--- src/include/bhargava_settings.svh ---
`ifndef BHARGAVA_SETTINGS_SVH
`define BHARGAVA_SETTINGS_SVH

// bytes per packet, header byte included
`define BHG_PKT_LEN 8

// header value of a video packet
`define BHG_VIDEO_ID 8'hE0

// input buffer
`define BHG_IN_DEPTH 16
`define BHG_IN_PROG_FULL 12

// joiner buffers, splitter stalls at the afull level
`define BHG_JOIN_DEPTH 8
`define BHG_JOIN_AFULL 5

`define BHG_KEY_SEED 16'hACE1

`endif
--- src/verilog/scramble_pkg.sv ---
package scramble_pkg;

	// lfsr state, bit 15 is the keystream bit
	typedef logic [15:0] keystream_t;

	typedef enum logic {
		JOIN_IDLE = 1'b0,
		JOIN_EMIT = 1'b1
	} join_state_t;

endpackage

--- src/verilog/mpeg_stream_pkg.sv ---
package mpeg_stream_pkg;

	// class of each byte, carried with it to the scrambler and joiner
	typedef enum logic [1:0] {
		CLASS_VID_HDR     = 2'd0,
		CLASS_VID_PAYLOAD = 2'd1,
		CLASS_MISC        = 2'd2
	} byte_class_t;

	// where the splitter is within a packet
	typedef enum logic [1:0] {
		SPLIT_HEADER = 2'd0,
		SPLIT_VIDEO  = 2'd1,
		SPLIT_MISC   = 2'd2
	} split_state_t;

endpackage

--- src/verilog/bhargava_top.sv ---
`include "bhargava_settings.svh"

module bhargava_top (
	input  logic       clk,
	input  logic       rst_n,
	input  logic [7:0] mpeg_in,
	input  logic       mpeg_in_en,
	output logic [7:0] mpeg_out,
	output logic       mpeg_out_en,
	output logic       mpeg_prog_full
);

	localparam int IN_CW = $clog2(`BHG_IN_DEPTH + 1);

	logic [7:0]                   in_dout;
	logic                         in_empty;
	logic [IN_CW-1:0]             in_count;
	logic                         rd;
	logic [7:0]                   vid_byte;
	mpeg_stream_pkg::byte_class_t vid_class;
	logic                         vid_valid;
	logic [7:0]                   misc_byte;
	logic                         misc_valid;
	mpeg_stream_pkg::byte_class_t order_class;
	logic                         order_valid;
	logic [7:0]                   scr_byte;
	logic                         scr_valid;
	logic                         join_afull;

	byte_fifo #(
		.WIDTH(8),
		.DEPTH(`BHG_IN_DEPTH),
		.PROG_LEVEL(`BHG_IN_PROG_FULL)
	) in_fifo_i (
		.clk(clk),
		.rst_n(rst_n),
		.din(mpeg_in),
		.wr(mpeg_in_en),
		.rd(rd),
		.dout(in_dout),
		.empty(in_empty),
		.count(in_count),
		.prog_full(mpeg_prog_full)
	);

	packet_splitter splitter_i (
		.clk(clk),
		.rst_n(rst_n),
		.dout(in_dout),
		.empty(in_empty),
		.join_afull(join_afull),
		.rd(rd),
		.vid_byte(vid_byte),
		.vid_class(vid_class),
		.vid_valid(vid_valid),
		.misc_byte(misc_byte),
		.misc_valid(misc_valid),
		.order_class(order_class),
		.order_valid(order_valid)
	);

	sign_scrambler scrambler_i (
		.clk(clk),
		.rst_n(rst_n),
		.vid_byte(vid_byte),
		.vid_class(vid_class),
		.vid_valid(vid_valid),
		.scr_byte(scr_byte),
		.scr_valid(scr_valid)
	);

	stream_joiner joiner_i (
		.clk(clk),
		.rst_n(rst_n),
		.scr_byte(scr_byte),
		.scr_valid(scr_valid),
		.misc_byte(misc_byte),
		.misc_valid(misc_valid),
		.order_class(order_class),
		.order_valid(order_valid),
		.join_afull(join_afull),
		.mpeg_out(mpeg_out),
		.mpeg_out_en(mpeg_out_en)
	);

	// source honours prog_full, so the input buffer never overruns
	assert property (@(posedge clk) disable iff (!rst_n)
		mpeg_in_en |-> in_count < IN_CW'(`BHG_IN_DEPTH));

endmodule

--- src/verilog/stream_joiner.sv ---
`include "bhargava_settings.svh"

module stream_joiner (
	input  logic                         clk,
	input  logic                         rst_n,
	input  logic [7:0]                   scr_byte,
	input  logic                         scr_valid,
	input  logic [7:0]                   misc_byte,
	input  logic                         misc_valid,
	input  mpeg_stream_pkg::byte_class_t order_class,
	input  logic                         order_valid,
	output logic                         join_afull,
	output logic [7:0]                   mpeg_out,
	output logic                         mpeg_out_en
);

	localparam int DEPTH = `BHG_JOIN_DEPTH;
	localparam int CW = $clog2(DEPTH + 1);

	scramble_pkg::join_state_t    state;
	mpeg_stream_pkg::byte_class_t head_class;

	logic [1:0]    order_dout;
	logic          order_empty;
	logic [CW-1:0] order_count;
	logic          order_rd;
	logic [7:0]    vid_dout;
	logic          vid_empty;
	logic [CW-1:0] vid_count;
	logic          vid_rd;
	logic [7:0]    misc_dout;
	logic          misc_empty;
	logic [CW-1:0] misc_count;
	logic          misc_rd;
	logic          head_is_vid;
	logic          emit;

	// order buffer drives the splitter stall
	byte_fifo #(.WIDTH(2), .DEPTH(DEPTH), .PROG_LEVEL(`BHG_JOIN_AFULL)) order_fifo_i (
		.clk(clk),
		.rst_n(rst_n),
		.din(order_class),
		.wr(order_valid),
		.rd(order_rd),
		.dout(order_dout),
		.empty(order_empty),
		.count(order_count),
		.prog_full(join_afull)
	);

	byte_fifo #(.WIDTH(8), .DEPTH(DEPTH), .PROG_LEVEL(DEPTH)) vid_fifo_i (
		.clk(clk),
		.rst_n(rst_n),
		.din(scr_byte),
		.wr(scr_valid),
		.rd(vid_rd),
		.dout(vid_dout),
		.empty(vid_empty),
		.count(vid_count),
		.prog_full()
	);

	byte_fifo #(.WIDTH(8), .DEPTH(DEPTH), .PROG_LEVEL(DEPTH)) misc_fifo_i (
		.clk(clk),
		.rst_n(rst_n),
		.din(misc_byte),
		.wr(misc_valid),
		.rd(misc_rd),
		.dout(misc_dout),
		.empty(misc_empty),
		.count(misc_count),
		.prog_full()
	);

	assign head_is_vid = (head_class != mpeg_stream_pkg::CLASS_MISC);
	assign vid_rd = (state == scramble_pkg::JOIN_EMIT) && head_is_vid && !vid_empty;
	assign misc_rd = (state == scramble_pkg::JOIN_EMIT) && !head_is_vid && !misc_empty;
	assign emit = vid_rd || misc_rd;
	// next head is popped alongside an emit to keep one byte per cycle
	assign order_rd = !order_empty && ((state == scramble_pkg::JOIN_IDLE) || emit);

	always_ff @(posedge clk) begin
		if (!rst_n) begin
			state <= scramble_pkg::JOIN_IDLE;
			head_class <= mpeg_stream_pkg::CLASS_MISC;
			mpeg_out_en <= 1'b0;
		end else begin
			mpeg_out_en <= emit;
			if (order_rd) begin
				head_class <= mpeg_stream_pkg::byte_class_t'(order_dout);
				state <= scramble_pkg::JOIN_EMIT;
			end else if (emit) begin
				state <= scramble_pkg::JOIN_IDLE;
			end
		end
	end

	always_ff @(posedge clk) begin
		mpeg_out <= head_is_vid ? vid_dout : misc_dout;
	end

	// afull level must leave room for bytes still in the scrambler
	assert property (@(posedge clk) disable iff (!rst_n)
		!(order_valid && order_count == CW'(DEPTH)) &&
		!(scr_valid && vid_count == CW'(DEPTH)) &&
		!(misc_valid && misc_count == CW'(DEPTH)));

endmodule

--- src/verilog/sign_scrambler.sv ---
`include "bhargava_settings.svh"

module sign_scrambler (
	input  logic                         clk,
	input  logic                         rst_n,
	input  logic [7:0]                   vid_byte,
	input  mpeg_stream_pkg::byte_class_t vid_class,
	input  logic                         vid_valid,
	output logic [7:0]                   scr_byte,
	output logic                         scr_valid
);

	scramble_pkg::keystream_t     key;
	logic [7:0]                   s1_byte;
	mpeg_stream_pkg::byte_class_t s1_class;
	logic                         s1_key_bit;
	logic                         s1_valid;
	logic                         flip;

	// stage 1, sample key bit and step the lfsr
	always_ff @(posedge clk) begin
		if (!rst_n) begin
			key <= `BHG_KEY_SEED;
			s1_valid <= 1'b0;
		end else begin
			s1_valid <= vid_valid;
			if (vid_valid && vid_class == mpeg_stream_pkg::CLASS_VID_HDR)
				key <= `BHG_KEY_SEED;
			else if (vid_valid && vid_class == mpeg_stream_pkg::CLASS_VID_PAYLOAD)
				key <= {key[14:0], key[15] ^ key[13] ^ key[12] ^ key[10]};
		end
	end

	always_ff @(posedge clk) begin
		s1_byte <= vid_byte;
		s1_class <= vid_class;
		s1_key_bit <= key[15];
	end

	// headers pass untouched
	assign flip = s1_key_bit && (s1_class == mpeg_stream_pkg::CLASS_VID_PAYLOAD);

	always_ff @(posedge clk) begin
		if (!rst_n)
			scr_valid <= 1'b0;
		else
			scr_valid <= s1_valid;
	end

	always_ff @(posedge clk) begin
		scr_byte <= {s1_byte[7] ^ flip, s1_byte[6:0]};
	end

	// misc bytes never reach the scrambler
	assert property (@(posedge clk) disable iff (!rst_n)
		vid_valid |-> (vid_class != mpeg_stream_pkg::CLASS_MISC));

endmodule

--- src/verilog/packet_splitter.sv ---
`include "bhargava_settings.svh"

module packet_splitter (
	input  logic                        clk,
	input  logic                        rst_n,
	input  logic [7:0]                  dout,
	input  logic                        empty,
	input  logic                        join_afull,
	output logic                        rd,
	output logic [7:0]                  vid_byte,
	output mpeg_stream_pkg::byte_class_t vid_class,
	output logic                        vid_valid,
	output logic [7:0]                  misc_byte,
	output logic                        misc_valid,
	output mpeg_stream_pkg::byte_class_t order_class,
	output logic                        order_valid
);

	localparam int PKT_LEN = `BHG_PKT_LEN;
	localparam int POS_W = (PKT_LEN > 1) ? $clog2(PKT_LEN) : 1;

	mpeg_stream_pkg::split_state_t state;
	mpeg_stream_pkg::byte_class_t  cls;
	logic [POS_W-1:0]              pos;
	logic                          last_byte;

	// head byte is consumed in the cycle it is read
	assign rd = !empty && !join_afull;
	assign last_byte = (pos == POS_W'(PKT_LEN - 1));

	always_comb begin
		case (state)
			mpeg_stream_pkg::SPLIT_VIDEO: cls = mpeg_stream_pkg::CLASS_VID_PAYLOAD;
			mpeg_stream_pkg::SPLIT_MISC:  cls = mpeg_stream_pkg::CLASS_MISC;
			default:
				cls = (dout == `BHG_VIDEO_ID) ? mpeg_stream_pkg::CLASS_VID_HDR :
					mpeg_stream_pkg::CLASS_MISC;
		endcase
	end

	assign vid_byte = dout;
	assign vid_class = cls;
	assign vid_valid = rd && (cls != mpeg_stream_pkg::CLASS_MISC);
	assign misc_byte = dout;
	assign misc_valid = rd && (cls == mpeg_stream_pkg::CLASS_MISC);
	assign order_class = cls;
	assign order_valid = rd;

	always_ff @(posedge clk) begin
		if (!rst_n) begin
			state <= mpeg_stream_pkg::SPLIT_HEADER;
			pos <= '0;
		end else if (rd) begin
			if (last_byte) begin
				pos <= '0;
				state <= mpeg_stream_pkg::SPLIT_HEADER;
			end else begin
				pos <= pos + 1'b1;
				if (state == mpeg_stream_pkg::SPLIT_HEADER)
					state <= (cls == mpeg_stream_pkg::CLASS_VID_HDR) ?
						mpeg_stream_pkg::SPLIT_VIDEO : mpeg_stream_pkg::SPLIT_MISC;
			end
		end
	end

	// header state only at the start of a packet
	assert property (@(posedge clk) disable iff (!rst_n)
		(pos == '0) == (state == mpeg_stream_pkg::SPLIT_HEADER));

endmodule

--- src/verilog/byte_fifo.sv ---
module byte_fifo #(
	parameter int WIDTH = 8,
	parameter int DEPTH = 16,
	parameter int PROG_LEVEL = 12
) (
	input  logic                       clk,
	input  logic                       rst_n,
	input  logic [WIDTH-1:0]           din,
	input  logic                       wr,
	input  logic                       rd,
	output logic [WIDTH-1:0]           dout,
	output logic                       empty,
	output logic [$clog2(DEPTH+1)-1:0] count,
	output logic                       prog_full
);

	localparam int AW = (DEPTH > 1) ? $clog2(DEPTH) : 1;
	localparam int CW = $clog2(DEPTH + 1);

	logic [WIDTH-1:0] mem [DEPTH];
	logic [AW-1:0]    wr_ptr;
	logic [AW-1:0]    rd_ptr;
	logic [CW-1:0]    count_next;

	assign dout = mem[rd_ptr];
	assign empty = (count == '0);
	assign count_next = count + CW'(wr) - CW'(rd);

	always_ff @(posedge clk) begin
		if (wr)
			mem[wr_ptr] <= din;
	end

	always_ff @(posedge clk) begin
		if (!rst_n) begin
			wr_ptr <= '0;
			rd_ptr <= '0;
			count <= '0;
			prog_full <= 1'b0;
		end else begin
			if (wr)
				wr_ptr <= (wr_ptr == AW'(DEPTH - 1)) ? '0 : wr_ptr + 1'b1;
			if (rd)
				rd_ptr <= (rd_ptr == AW'(DEPTH - 1)) ? '0 : rd_ptr + 1'b1;
			count <= count_next;
			// flag follows the new fill level, no extra lag
			prog_full <= (count_next >= CW'(PROG_LEVEL));
		end
	end

	assert property (@(posedge clk) disable iff (!rst_n)
		wr |-> (count < CW'(DEPTH)) || rd);

	assert property (@(posedge clk) disable iff (!rst_n)
		rd |-> !empty);

endmodule

--- config.mk ---
export PLATFORM = sky130hd
export DESIGN_NAME = bhargava_top
export DESIGN_NICKNAME = d
export VERILOG_FILES = /design/src/verilog/scramble_pkg.sv /design/src/verilog/mpeg_stream_pkg.sv /design/src/verilog/bhargava_top.sv /design/src/verilog/stream_joiner.sv /design/src/verilog/sign_scrambler.sv /design/src/verilog/packet_splitter.sv /design/src/verilog/byte_fifo.sv
export VERILOG_INCLUDE_DIRS = /design/src /design/src/include
export SDC_FILE = /design/constraint.sdc
export NUM_CORES = 1
export LEC_CHECK = 0
export BUFFER_PORTS_ARGS = -buffer_cell sky130_fd_sc_hd__buf_2
export CORE_MARGIN = 10
export CORE_UTILIZATION = 35
export CTS_CLUSTER_SIZE = 30
export DETAILED_ROUTE_END_ITERATION = 16
export SETUP_SLACK_MARGIN = 0.5
export SLEW_MARGIN = 20
export SYNTH_ARGS = -nofsm -noshare
export SYNTH_HDL_FRONTEND = slang
export SYNTH_SLANG_ARGS = --single-unit
--- constraint.sdc ---
create_clock -name clk -period 4.1 [get_ports clk]
set_input_delay 0.205 -clock clk [delete_from_list [all_inputs] [get_ports clk]]
set_output_delay 0.205 -clock clk [all_outputs]
set_load 0.01 [all_outputs]
==> out/metrics.cfg, run 1 <==
[cells_and_area]
layout.area.seq_um2=10350
syn_to_final_growth_pct=13.17
final_cell_mix=edfxtp_1, dfxtp_1, nor2_1
fill_cells=3821
layout-drive-gt1-share_pct=16.42
final_area_um2=17020
final_common_cell=edfxtp_1
antennaDiodeCount=0
multiInputGateArea_um2=4357
fin_nets=1034

[logic_synthesis]
syn_avg_cell_area_um2=16.18
synth.cell_area_um2=15040
synth_area_leaders=edfxtp_1, dfxtp_1, mux4_2
synth_top_family_by_area=multiplexers
syn_nets=988
synth_cell_types=56
synth_compound_area_share_pct=4.458
synth_xor_area_share_pct=0.8733
netlist_instances=930
ys_warn_count=0
yosys.area.top_type=edfxtp_1
netlist.area_leader.share_pct=54.30
synthMuxAreaShare_pct=12.28
synth_adder_area_share_pct=4.109
synth-main-ff-cell=edfxtp_1
synth-edff-count=272
synthSimpleGateAreaFrac_pct=7.070
ys_seq_elements=381
yosysSeqAreaShare_pct=68.80
synthArstFlopShare_pct=0

[power]
p_per_area_nw_per_um2=656.9
vdd_drop_max_mv=0.3163
leakagePower_nw=5.756

[grt]
antenna_found_initial=0
grt_usage_pct=10.84
grt-ovfl-total=0
grt_pass1_vias=7875
grt_pass1_wl_um=44390
grt_max_degree=38

[timing]
slew_headroom_pct=39.07
timing.final.crit_period_ns=3.323
period_share_pct=81.05
fmax_mhz=300.9
rsz0062_at_grt=no
skew_ns=0.01062
tightest_slew_ns=0.9140
hold_slack_ns=0.03294
setup_tns_ns=0
setup_violations=0
slew_viol_final=0
finalHoldViolCount=0

[cts]
cts_root_buf=clkbuf_16
clk_path_buf_depth=3
ctsHtreeMaxLevel=2
numCtsBuffers=39
clk_latency_ns=0.53
cts_tree=built
clock-sinks=381
cts_hold_buf=0
clkTransAtPathRegs_ns=0.06
post_cts_buffers=0

[min_path]
hp-class=primary input to register

[drt]
dr.pass1.iters=5
final_antenna_net_count=0
routedWlPerCell_um=17.53
totalWireLength_um=27070
vias=7614
drt_iter0_drc=474
drc=0
vias_per_cell=4.931

[status]
status=complete, no violations

[setup_path]
r2r_end=joiner_i.misc_fifo_i.count[1]
crit_fanout=11
r2r_slack_ns=0.78
critical_path_class=register to register
crit_end=joiner_i.misc_fifo_i.count[1]
worstPathRequired_ns=4.56
worstSetupEndpointType=register
r2r_cells=11
worst_setup_path_start_kind=register
cp.arrival_ns=3.78

[floorplan]
core_area_um2=42230
die_h_um=227.3
start_util_pct=35.62
io_pins=21
fp.dieArea_um2=51670
die_w_um=227.3
rows=75

[placed_design]
post-dp-hpwl_um=17950
io_buffer_count=20
gp_congestion=0.7552
placed_cell_area_um2=15830

[run]
max_cap_viol_count=0

==> metrics by stage <==
stage               instances  util (%)  setup WS (ns)  power [mW]
floorplan                 930         -         0.6959       7.209
global placement         1474     37.48         0.3353       7.938
detailed placement       1474     37.48         0.2571       8.019
CTS                      1544     40.26         0.4921       11.33
global route             1544     40.31         0.5793       11.86
finish                   1544     40.31         0.7771       11.18
==> power by group <==
group / switching (mW) / total (mW) / internal [mW] / leakage (nW)
Combinational: 1.49 / 2.71 / 1.21 / 1.83
Sequential: 0.369 / 5.20 / 4.83 / 3.35
Clock: 1.40 / 3.28 / 1.88 / 0.568
==> area by class of cell <==
class	instances	area share, %
inverters	45	1.007
clock buffers	48	5.931
well taps	539	3.961
clock inverters	22	0.9334
multi-input cells	466	25.59
repair buffers	43	1.749
flip-flops and latches	381	60.83
==> worst min-delay path by stage <==
stage	cells past startpoint	startpoint	to	slack, ns
final	3	mpeg_in_en	in_fifo_i.wr_ptr[0]	0.03
after global routing	1	mpeg_in[0]	in_fifo_i.mem[9][0]	0.05
after CTS	3	mpeg_in_en	in_fifo_i.wr_ptr[0]	0.01
after detailed placement	0	scrambler_i.s1_byte[5]	scrambler_i.scr_byte[5]	0.31
after global placement	0	scrambler_i.s1_byte[1]	scrambler_i.scr_byte[1]	0.31
after floorplan	0	mpeg_in[0]	in_fifo_i.mem[0][0]	0.30
==> routing by layer <==
| layer | global-route usage (%) | vias to the layer above | part of all wire (%) | routed length, um |
|---|---|---|---|---|
| li1 | - | 3636 | - | - |
| met4 | 3.740 | 0 | 2.5 | 686 |
| met3 | 2.123 | 55 | 3.6 | 962 |
| met5 | 0 | - | 0 | 0 |
| met2 | 17.42 | 109 | 47 | 12820 |
| met1 | 14.43 | 3814 | 47 | 12600 |
==> timing repair <==
item                                    4_1_cts  5_1_grt
gates resized for setup                       1        3
hold endpoints to repair                      0        0
endpoints found under the setup margin        3        3
==> sequential cells by signal, summed over array words and instances (netlist names), 5 cells and up, named ones only <==
| signal | cells |
|---|---|
| joiner_i.order_fifo_i.mem | 16 |
| joiner_i.misc_fifo_i.mem | 64 |
| in_fifo_i.count | 5 |
| scrambler_i.s1_byte | 8 |
| scrambler_i.scr_byte | 8 |
| scrambler_i.key | 16 |
| joiner_i.mpeg_out | 8 |
| in_fifo_i.mem | 128 |
| joiner_i.vid_fifo_i.mem | 64 |
==> critical path, stage by stage (launching register included) <==
cell and delay, ns:
dfxtp_4 0.47, buf_4 0.21, mux4_1 0.56, a22oi_1 0.20
nand2_1 0.10, or4_4 0.51, nor3_2 0.26, nor4_4 0.10
ha_1 0.27, inv_1 0.07, fa_1 0.40, nor2_1 0.10
==> Yosys cell counts, types with 4 or more instances <==
master    number
edfxtp_1     272
dfxtp_1      109
nor2_1        53
mux4_2        50
nand2_1       47
ha_1          43
a21oi_1       42
inv_1         42
mux2i_1       38
clkbuf_1      27
and2_1        24
nor2b_1       14
mux4_1        13
a211oi_1      11
nand3_1       11
nor3_1        11
a22oi_1        9
nand2b_1       9
xor2_1         8
nor4_2         7
o21ai_1        7
xnor2_1        7
a21o_1         6
a221oi_1       6
o21ai_0        6
buf_1          5
buf_6          4
fa_1           4
nand3b_1       4
nor3b_1        4
nor4_1         4
==> logic make-up after synthesis <==
family,Yosys count
compound gates,102
xor+xnor,15
fa+ha+maj,47
buf+inv,83
flops,381
mux,101
simple gates,201
(Power assumes the default switching activity.)
==> run 2: changes to the inputs <==
==> constraint.sdc (replaced) <==
create_clock -name clk -period 3.2 [get_ports clk]
set_input_delay 0.16 -clock clk [delete_from_list [all_inputs] [get_ports clk]]
set_output_delay 0.16 -clock clk [all_outputs]
set_load 0.01 [all_outputs]
==> out/metrics.cfg, run 2 (synthesized netlist as in run 1, its figures left out) <==
[status]
status=complete, no violations

[drt]
dr.pass1.iters=4
totalWireLength_um=27790
vias_per_cell=4.854
drc=0
vias=7747
final_antenna_net_count=0
routedWlPerCell_um=17.41
drt_iter0_drc=536

[power]
leakagePower_nw=6.140
pwr-share-comb_pct=27.5
pwr-share-clk_pct=30.4
vdd_drop_max_mv=0.4030
seqPwrFrac_pct=42.2
p_sw_mw=4.554
fin_total_pwr_mw=15.71
p_int_mw=11.15
p_per_area_nw_per_um2=875.5
switching_share_pct=28.99

[placed_design]
post-dp-hpwl_um=18300
dp.cells=1499
io_buffer_count=20
gp_congestion=0.7557

[grt]
grt-ovfl-total=0
grt_pass1_wl_um=44940
grt_use_met1_pct=13.93
busiest_layer=met2
grt_usage_pct=11.00
grtUsageMet2_pct=18.78
grt_pass1_vias=8159
grtUsageMet3_pct=2.252
antenna_found_initial=0
grt_max_degree=38

[setup_path]
crit_fanout=5
worst_setup_path_start_kind=register
cp.arrival_ns=3.57
worstSetupEndpointType=register
critical_path_buf_inv_count=3
crit_path_cell_trace=buf_12 -> mux4_1 -> a22oi_2 -> nand2_2 -> or4_4 -> nor3_4 -> buf_6 -> nor4_4 -> ha_2 -> inv_2 -> fa_2 -> nor2_1
worstPathRequired_ns=3.65
slowest_stage=mux4_1
cp_top_family=simple AND/OR/NAND/NOR gates
critical_path_class=register to register
max_stage_delay_ns=0.56

[floorplan]
die_w_um=227.3
start_util_pct=35.62
die_h_um=227.3
fp.dieArea_um2=51670
io_pins=21
rows=75
core_area_um2=42230

[cells_and_area]
largest_reg_flops=128
syn_to_final_growth_pct=19.26
fin_nets=1083
layout.area.seq_um2=10360
antennaDiodeCount=0
fill_cells=3752
final_cell_mix=edfxtp_1, dfxtp_1, mux4_2
fin_cells=1596
layout-drive-gt1-share_pct=25.07
reg.largest.list=in_fifo_i.mem x128, joiner_i.misc_fifo_i.mem x64, joiner_i.vid_fifo_i.mem x64
multiInputGateArea_um2=4557
utilization_pct=42.49
final_common_cell=edfxtp_1
top_register=in_fifo_i.mem

[cts]
cts_tree=built
clock-sinks=381
clkTransAtPathRegs_ns=0.06
clk_latency_ns=0.55
ctsHtreeMaxLevel=2
clk_path_buf_depth=3
numCtsBuffers=41
cts_root_buf=clkbuf_16

[timing]
finalHoldViolCount=0
rsz0062_at_grt=yes
tightest_slew_ns=0.8155
hold_slack_ns=0.03364
slew_viol_final=0
setup_violations=0
timing.final.crit_period_ns=3.116
skew_ns=0.02100
period_share_pct=97.38
slew_headroom_pct=45.56
fmax_mhz=320.9

[min_path]
hp-class=primary input to register

[run]
max_cap_viol_count=0

## run 2: cell types whose count changed in the layout (fill, tap and decap cells not counted), sizes merged
cell,delta
clkbuf,+7
clkinvlp,-1
dlygate4sd3,+3
inv,+2
buf,+41
clkinv,-4
bufinv,+4
## run 2: path summary, 6_finish.rpt
path                                             start                       endpoint  slack [ns]  depth (start not counted)
worst max-delay path                          register  joiner_i.misc_fifo_i.count[1]        0.08                         12
worst min-delay path                        mpeg_in[4]            in_fifo_i.mem[5][4]        0.03                          1
worst max register to register                register  joiner_i.misc_fifo_i.count[1]        0.08                         12
worst min register to register  scrambler_i.s1_byte[1]        scrambler_i.scr_byte[1]        0.32                          0
## run 2: timing repair
action	4_1_cts	5_1_grt
setup endpoints to repair	101	102
buffers inserted	12	4
hold buffers	3	0
gates resized for setup	13	14
hold endpoints to repair	22	0
gates cloned	2	1
pin swaps	7	18
## run 2: per-stage QoR
stage	instance area (um2)	setup slack, ns	setup TNS, ns
after floorplan	15240	0.2347	0
after global placement	16230	0.08674	0
after detailed placement	16230	0.007837	0
after CTS	17840	0.08251	0
after global routing	17940	-0.09413	-0.4235
final	17940	0.08390	0
## run 2: power by group through the flow
stage,sequential [mW],combinational (mW),clock [mW]
after floorplan,6.57,2.96,0
after global placement,6.70,3.95,0
after detailed placement,6.73,4.03,0
after CTS,6.64,4.23,4.91
after global routing,6.73,4.80,5.13
final,6.63,4.31,4.77
## run 2: cell type report
type / instances / share of cell area [%]
multi-input cells: 466 / 25.40
clock buffers: 54 / 6.270
well taps: 539 / 3.759
repair buffers: 88 / 4.317
clock inverters: 21 / 1.437
repair inverters: 2 / 0.06974
flip-flops and latches: 381 / 57.73
inverters: 45 / 1.018
## run 2: layer usage
layer / part of all wire (%) / vias to the layer above
met2: 50 / 112
met3: 3.5 / 48
li1: - / 3737
met1: 45 / 3850
met5: 0 / -
met4: 1.9 / 0
==> run 3: changes to the inputs <==
--- a/config.mk
+++ b/config.mk
@@ -12,7 +12,6 @@
 export CTS_CLUSTER_SIZE = 30
 export DETAILED_ROUTE_END_ITERATION = 16
 export SETUP_SLACK_MARGIN = 0.5
-export SLEW_MARGIN = 20
 export SYNTH_ARGS = -nofsm -noshare
 export SYNTH_HDL_FRONTEND = slang
 export SYNTH_SLANG_ARGS = --single-unit
==> constraint.sdc (replaced) <==
create_clock -name clk -period 3.2 [get_ports clk]
set_input_delay 0.48 -clock clk [delete_from_list [all_inputs] [get_ports clk]]
set_output_delay 0.48 -clock clk [all_outputs]
set_load 0.01 [all_outputs]
==> out/metrics.cfg, run 3 (synthesized netlist as in run 1, its figures left out) <==
[power]
pwr-share-clk_pct=29.5
seqPwrFrac_pct=42.3
p_sw_mw=4.609
p_per_area_nw_per_um2=873.8
fin_total_pwr_mw=15.69
leakagePower_nw=6.134
pwr-share-comb_pct=28.3
p_int_mw=11.08
switching_share_pct=29.37
vdd_drop_max_mv=0.5289

[cts]
cts_hold_buf=0
clk_path_buf_depth=3
clk_latency_ns=0.54
clkTransAtPathRegs_ns=0.06
cts_root_buf=clkbuf_16
cts_tree=built
numCtsBuffers=41
ctsHtreeMaxLevel=2
clock-sinks=381

[setup_path]
max_stage_delay_ns=0.49
crit_fanout=9
r2r_end=joiner_i.misc_fifo_i.count[1]
critical_path_class=register to register
worst_setup_path_start_kind=register
crit_path_cell_trace=buf_12 -> mux4_2 -> a22oi_1 -> buf_4 -> nand2_2 -> or4_4 -> nor3_4 -> buf_6 -> nor4_4 -> ha_2 -> inv_2 -> fa_2 -> nor2_1
r2r_cells=13
slowest_stage=mux4_2
worstPathRequired_ns=3.66
cp.arrival_ns=3.56
worstSetupEndpointType=register
r2r_slack_ns=0.1

[placed_design]
dp.cells=1499
post-dp-hpwl_um=18280
io_buffer_count=20
pre_cts_ws_ns=0.002825
gp_congestion=0.7515
placed_cell_area_um2=16230

[run]
max_cap_viol_count=0

[cells_and_area]
fill_cells=3703
reg.largest.list=in_fifo_i.mem x128, joiner_i.misc_fifo_i.mem x64, joiner_i.vid_fifo_i.mem x64
utilization_pct=42.53
antennaDiodeCount=0
layout.area.seq_um2=10360
multiInputGateArea_um2=4611
fin_nets=1079
top_register=in_fifo_i.mem
largest_reg_flops=128
syn_to_final_growth_pct=19.38
final_area_um2=17960
fin_cells=1592
final_cell_mix=edfxtp_1, dfxtp_1, mux4_2
layout-drive-gt1-share_pct=24.88
final_common_cell=edfxtp_1

[drt]
met3_length_um=995
vias=7723
final_antenna_net_count=0
routedWlPerCell_um=17.44
wl_met1_um=12510
dr.pass1.iters=4
wl_met2_um=13740
totalWireLength_um=27760
dr.max_layer_used=met4
drt_iter0_drc=425
vias_per_cell=4.851
drc=0

[timing]
layout_setup_ws_ns=0.09648
setup_tns_ns=0
setup_violations=0
tightest_slew_ns=0.8332
slew_viol_final=0
finalHoldViolCount=0
timing.final.crit_period_ns=3.104
fmax_mhz=322.2
slew_headroom_pct=44.38
period_share_pct=96.98
hold_slack_ns=0.3226
skew_ns=0.01915
rsz0062_at_grt=yes

[min_path]
hp-start=mpeg_in_en
min_to=in_fifo_i.wr_ptr[0]
hold_depth=3
hp-class=primary input to register

[floorplan]
start_util_pct=35.62
io_pins=21
fp.dieArea_um2=51670
core_area_um2=42230
rows=75
die_h_um=227.3
die_w_um=227.3

[grt]
antenna_found_initial=0
grt_pass1_vias=8089
grt_pass1_wl_um=44310
grt_max_degree=37
grt_usage_pct=10.85
grt-ovfl-total=0

[status]
status=complete, no violations

-- run 3: cell types whose count changed in the layout (fill, tap and decap cells not counted), moves of 2 or more --
cell           previous run  this run
nor4_2                    7         0
nor4_4                    3        10
clkbuf_1                  8        14
buf_4                    48        44
buf_12                    9        12
clkbuf_8                  5         2
dlygate4sd3_1             3         0
a21oi_1                  40        38
a21oi_2                   1         3
clkinv_1                  8         6
clkinv_4                  0         2
inv_4                     2         0
-- run 3: worst max-delay path by stage --
stage	startpoint	endpoint	slack [ns]	cells after the start
floorplan	register	joiner_i.misc_fifo_i.count[1]	0.23	12
CTS	register	joiner_i.misc_fifo_i.count[1]	0.08	13
global route	register	joiner_i.misc_fifo_i.count[2]	-0.04	13
global placement	register	joiner_i.misc_fifo_i.count[1]	0.09	13
finish	register	joiner_i.misc_fifo_i.count[1]	0.1	13
detailed placement	register	joiner_i.misc_fifo_i.mem[2][3]	0.003	8
-- run 3: critical path: cells and delay by family (launching register included) --
family | cells | cell delay, ns
AOI/OAI and AO/OA | 1 | 0.18
adders and majority gates | 2 | 0.62
buffers and inverters | 4 | 0.51
DFF | 1 | 0.41
muxes | 1 | 0.49
and+or+nand+nor | 5 | 0.81
-- run 3: layer usage --
metal / track usage [%] / vias up
li1: - / 3733
met1: 13.88 / 3840
met2: 18.50 / 101
met3: 2.072 / 49
met4: 2.902 / 0
met5: 0 / -
-- run 3: repair_timing --
| item | 4_1_cts | 5_1_grt |
|---|---|---|
| pin swaps | 8 | 13 |
| gates cloned | 1 | 1 |
| setup endpoints to repair | 101 | 102 |
| buffers inserted | 13 | 3 |
| resized for setup | 14 | 26 |
-- run 3: power groups by stage --
stage,sequential (mW),combinational [mW],clock (mW)
6_report,6.63,4.44,4.62
5_1_grt,6.72,4.88,4.99
4_1_cts,6.63,4.28,4.76
3_5_place_dp,6.73,4.03,0
3_3_place_gp,6.70,3.95,0
2_1_floorplan,6.57,2.96,0
-- run 3: final cells by class --
class                           count  share of cell area (%)
Clock buffer                       57                   6.159
Clock inverter                     18                   1.233
Inverter                           45                   1.017
Multi-Input combinational cell    466                   25.67
Sequential cell                   381                   57.67
Tap cell                          539                   3.755
Timing Repair Buffer               85                   4.396
Timing Repair inverter              1                 0.09057
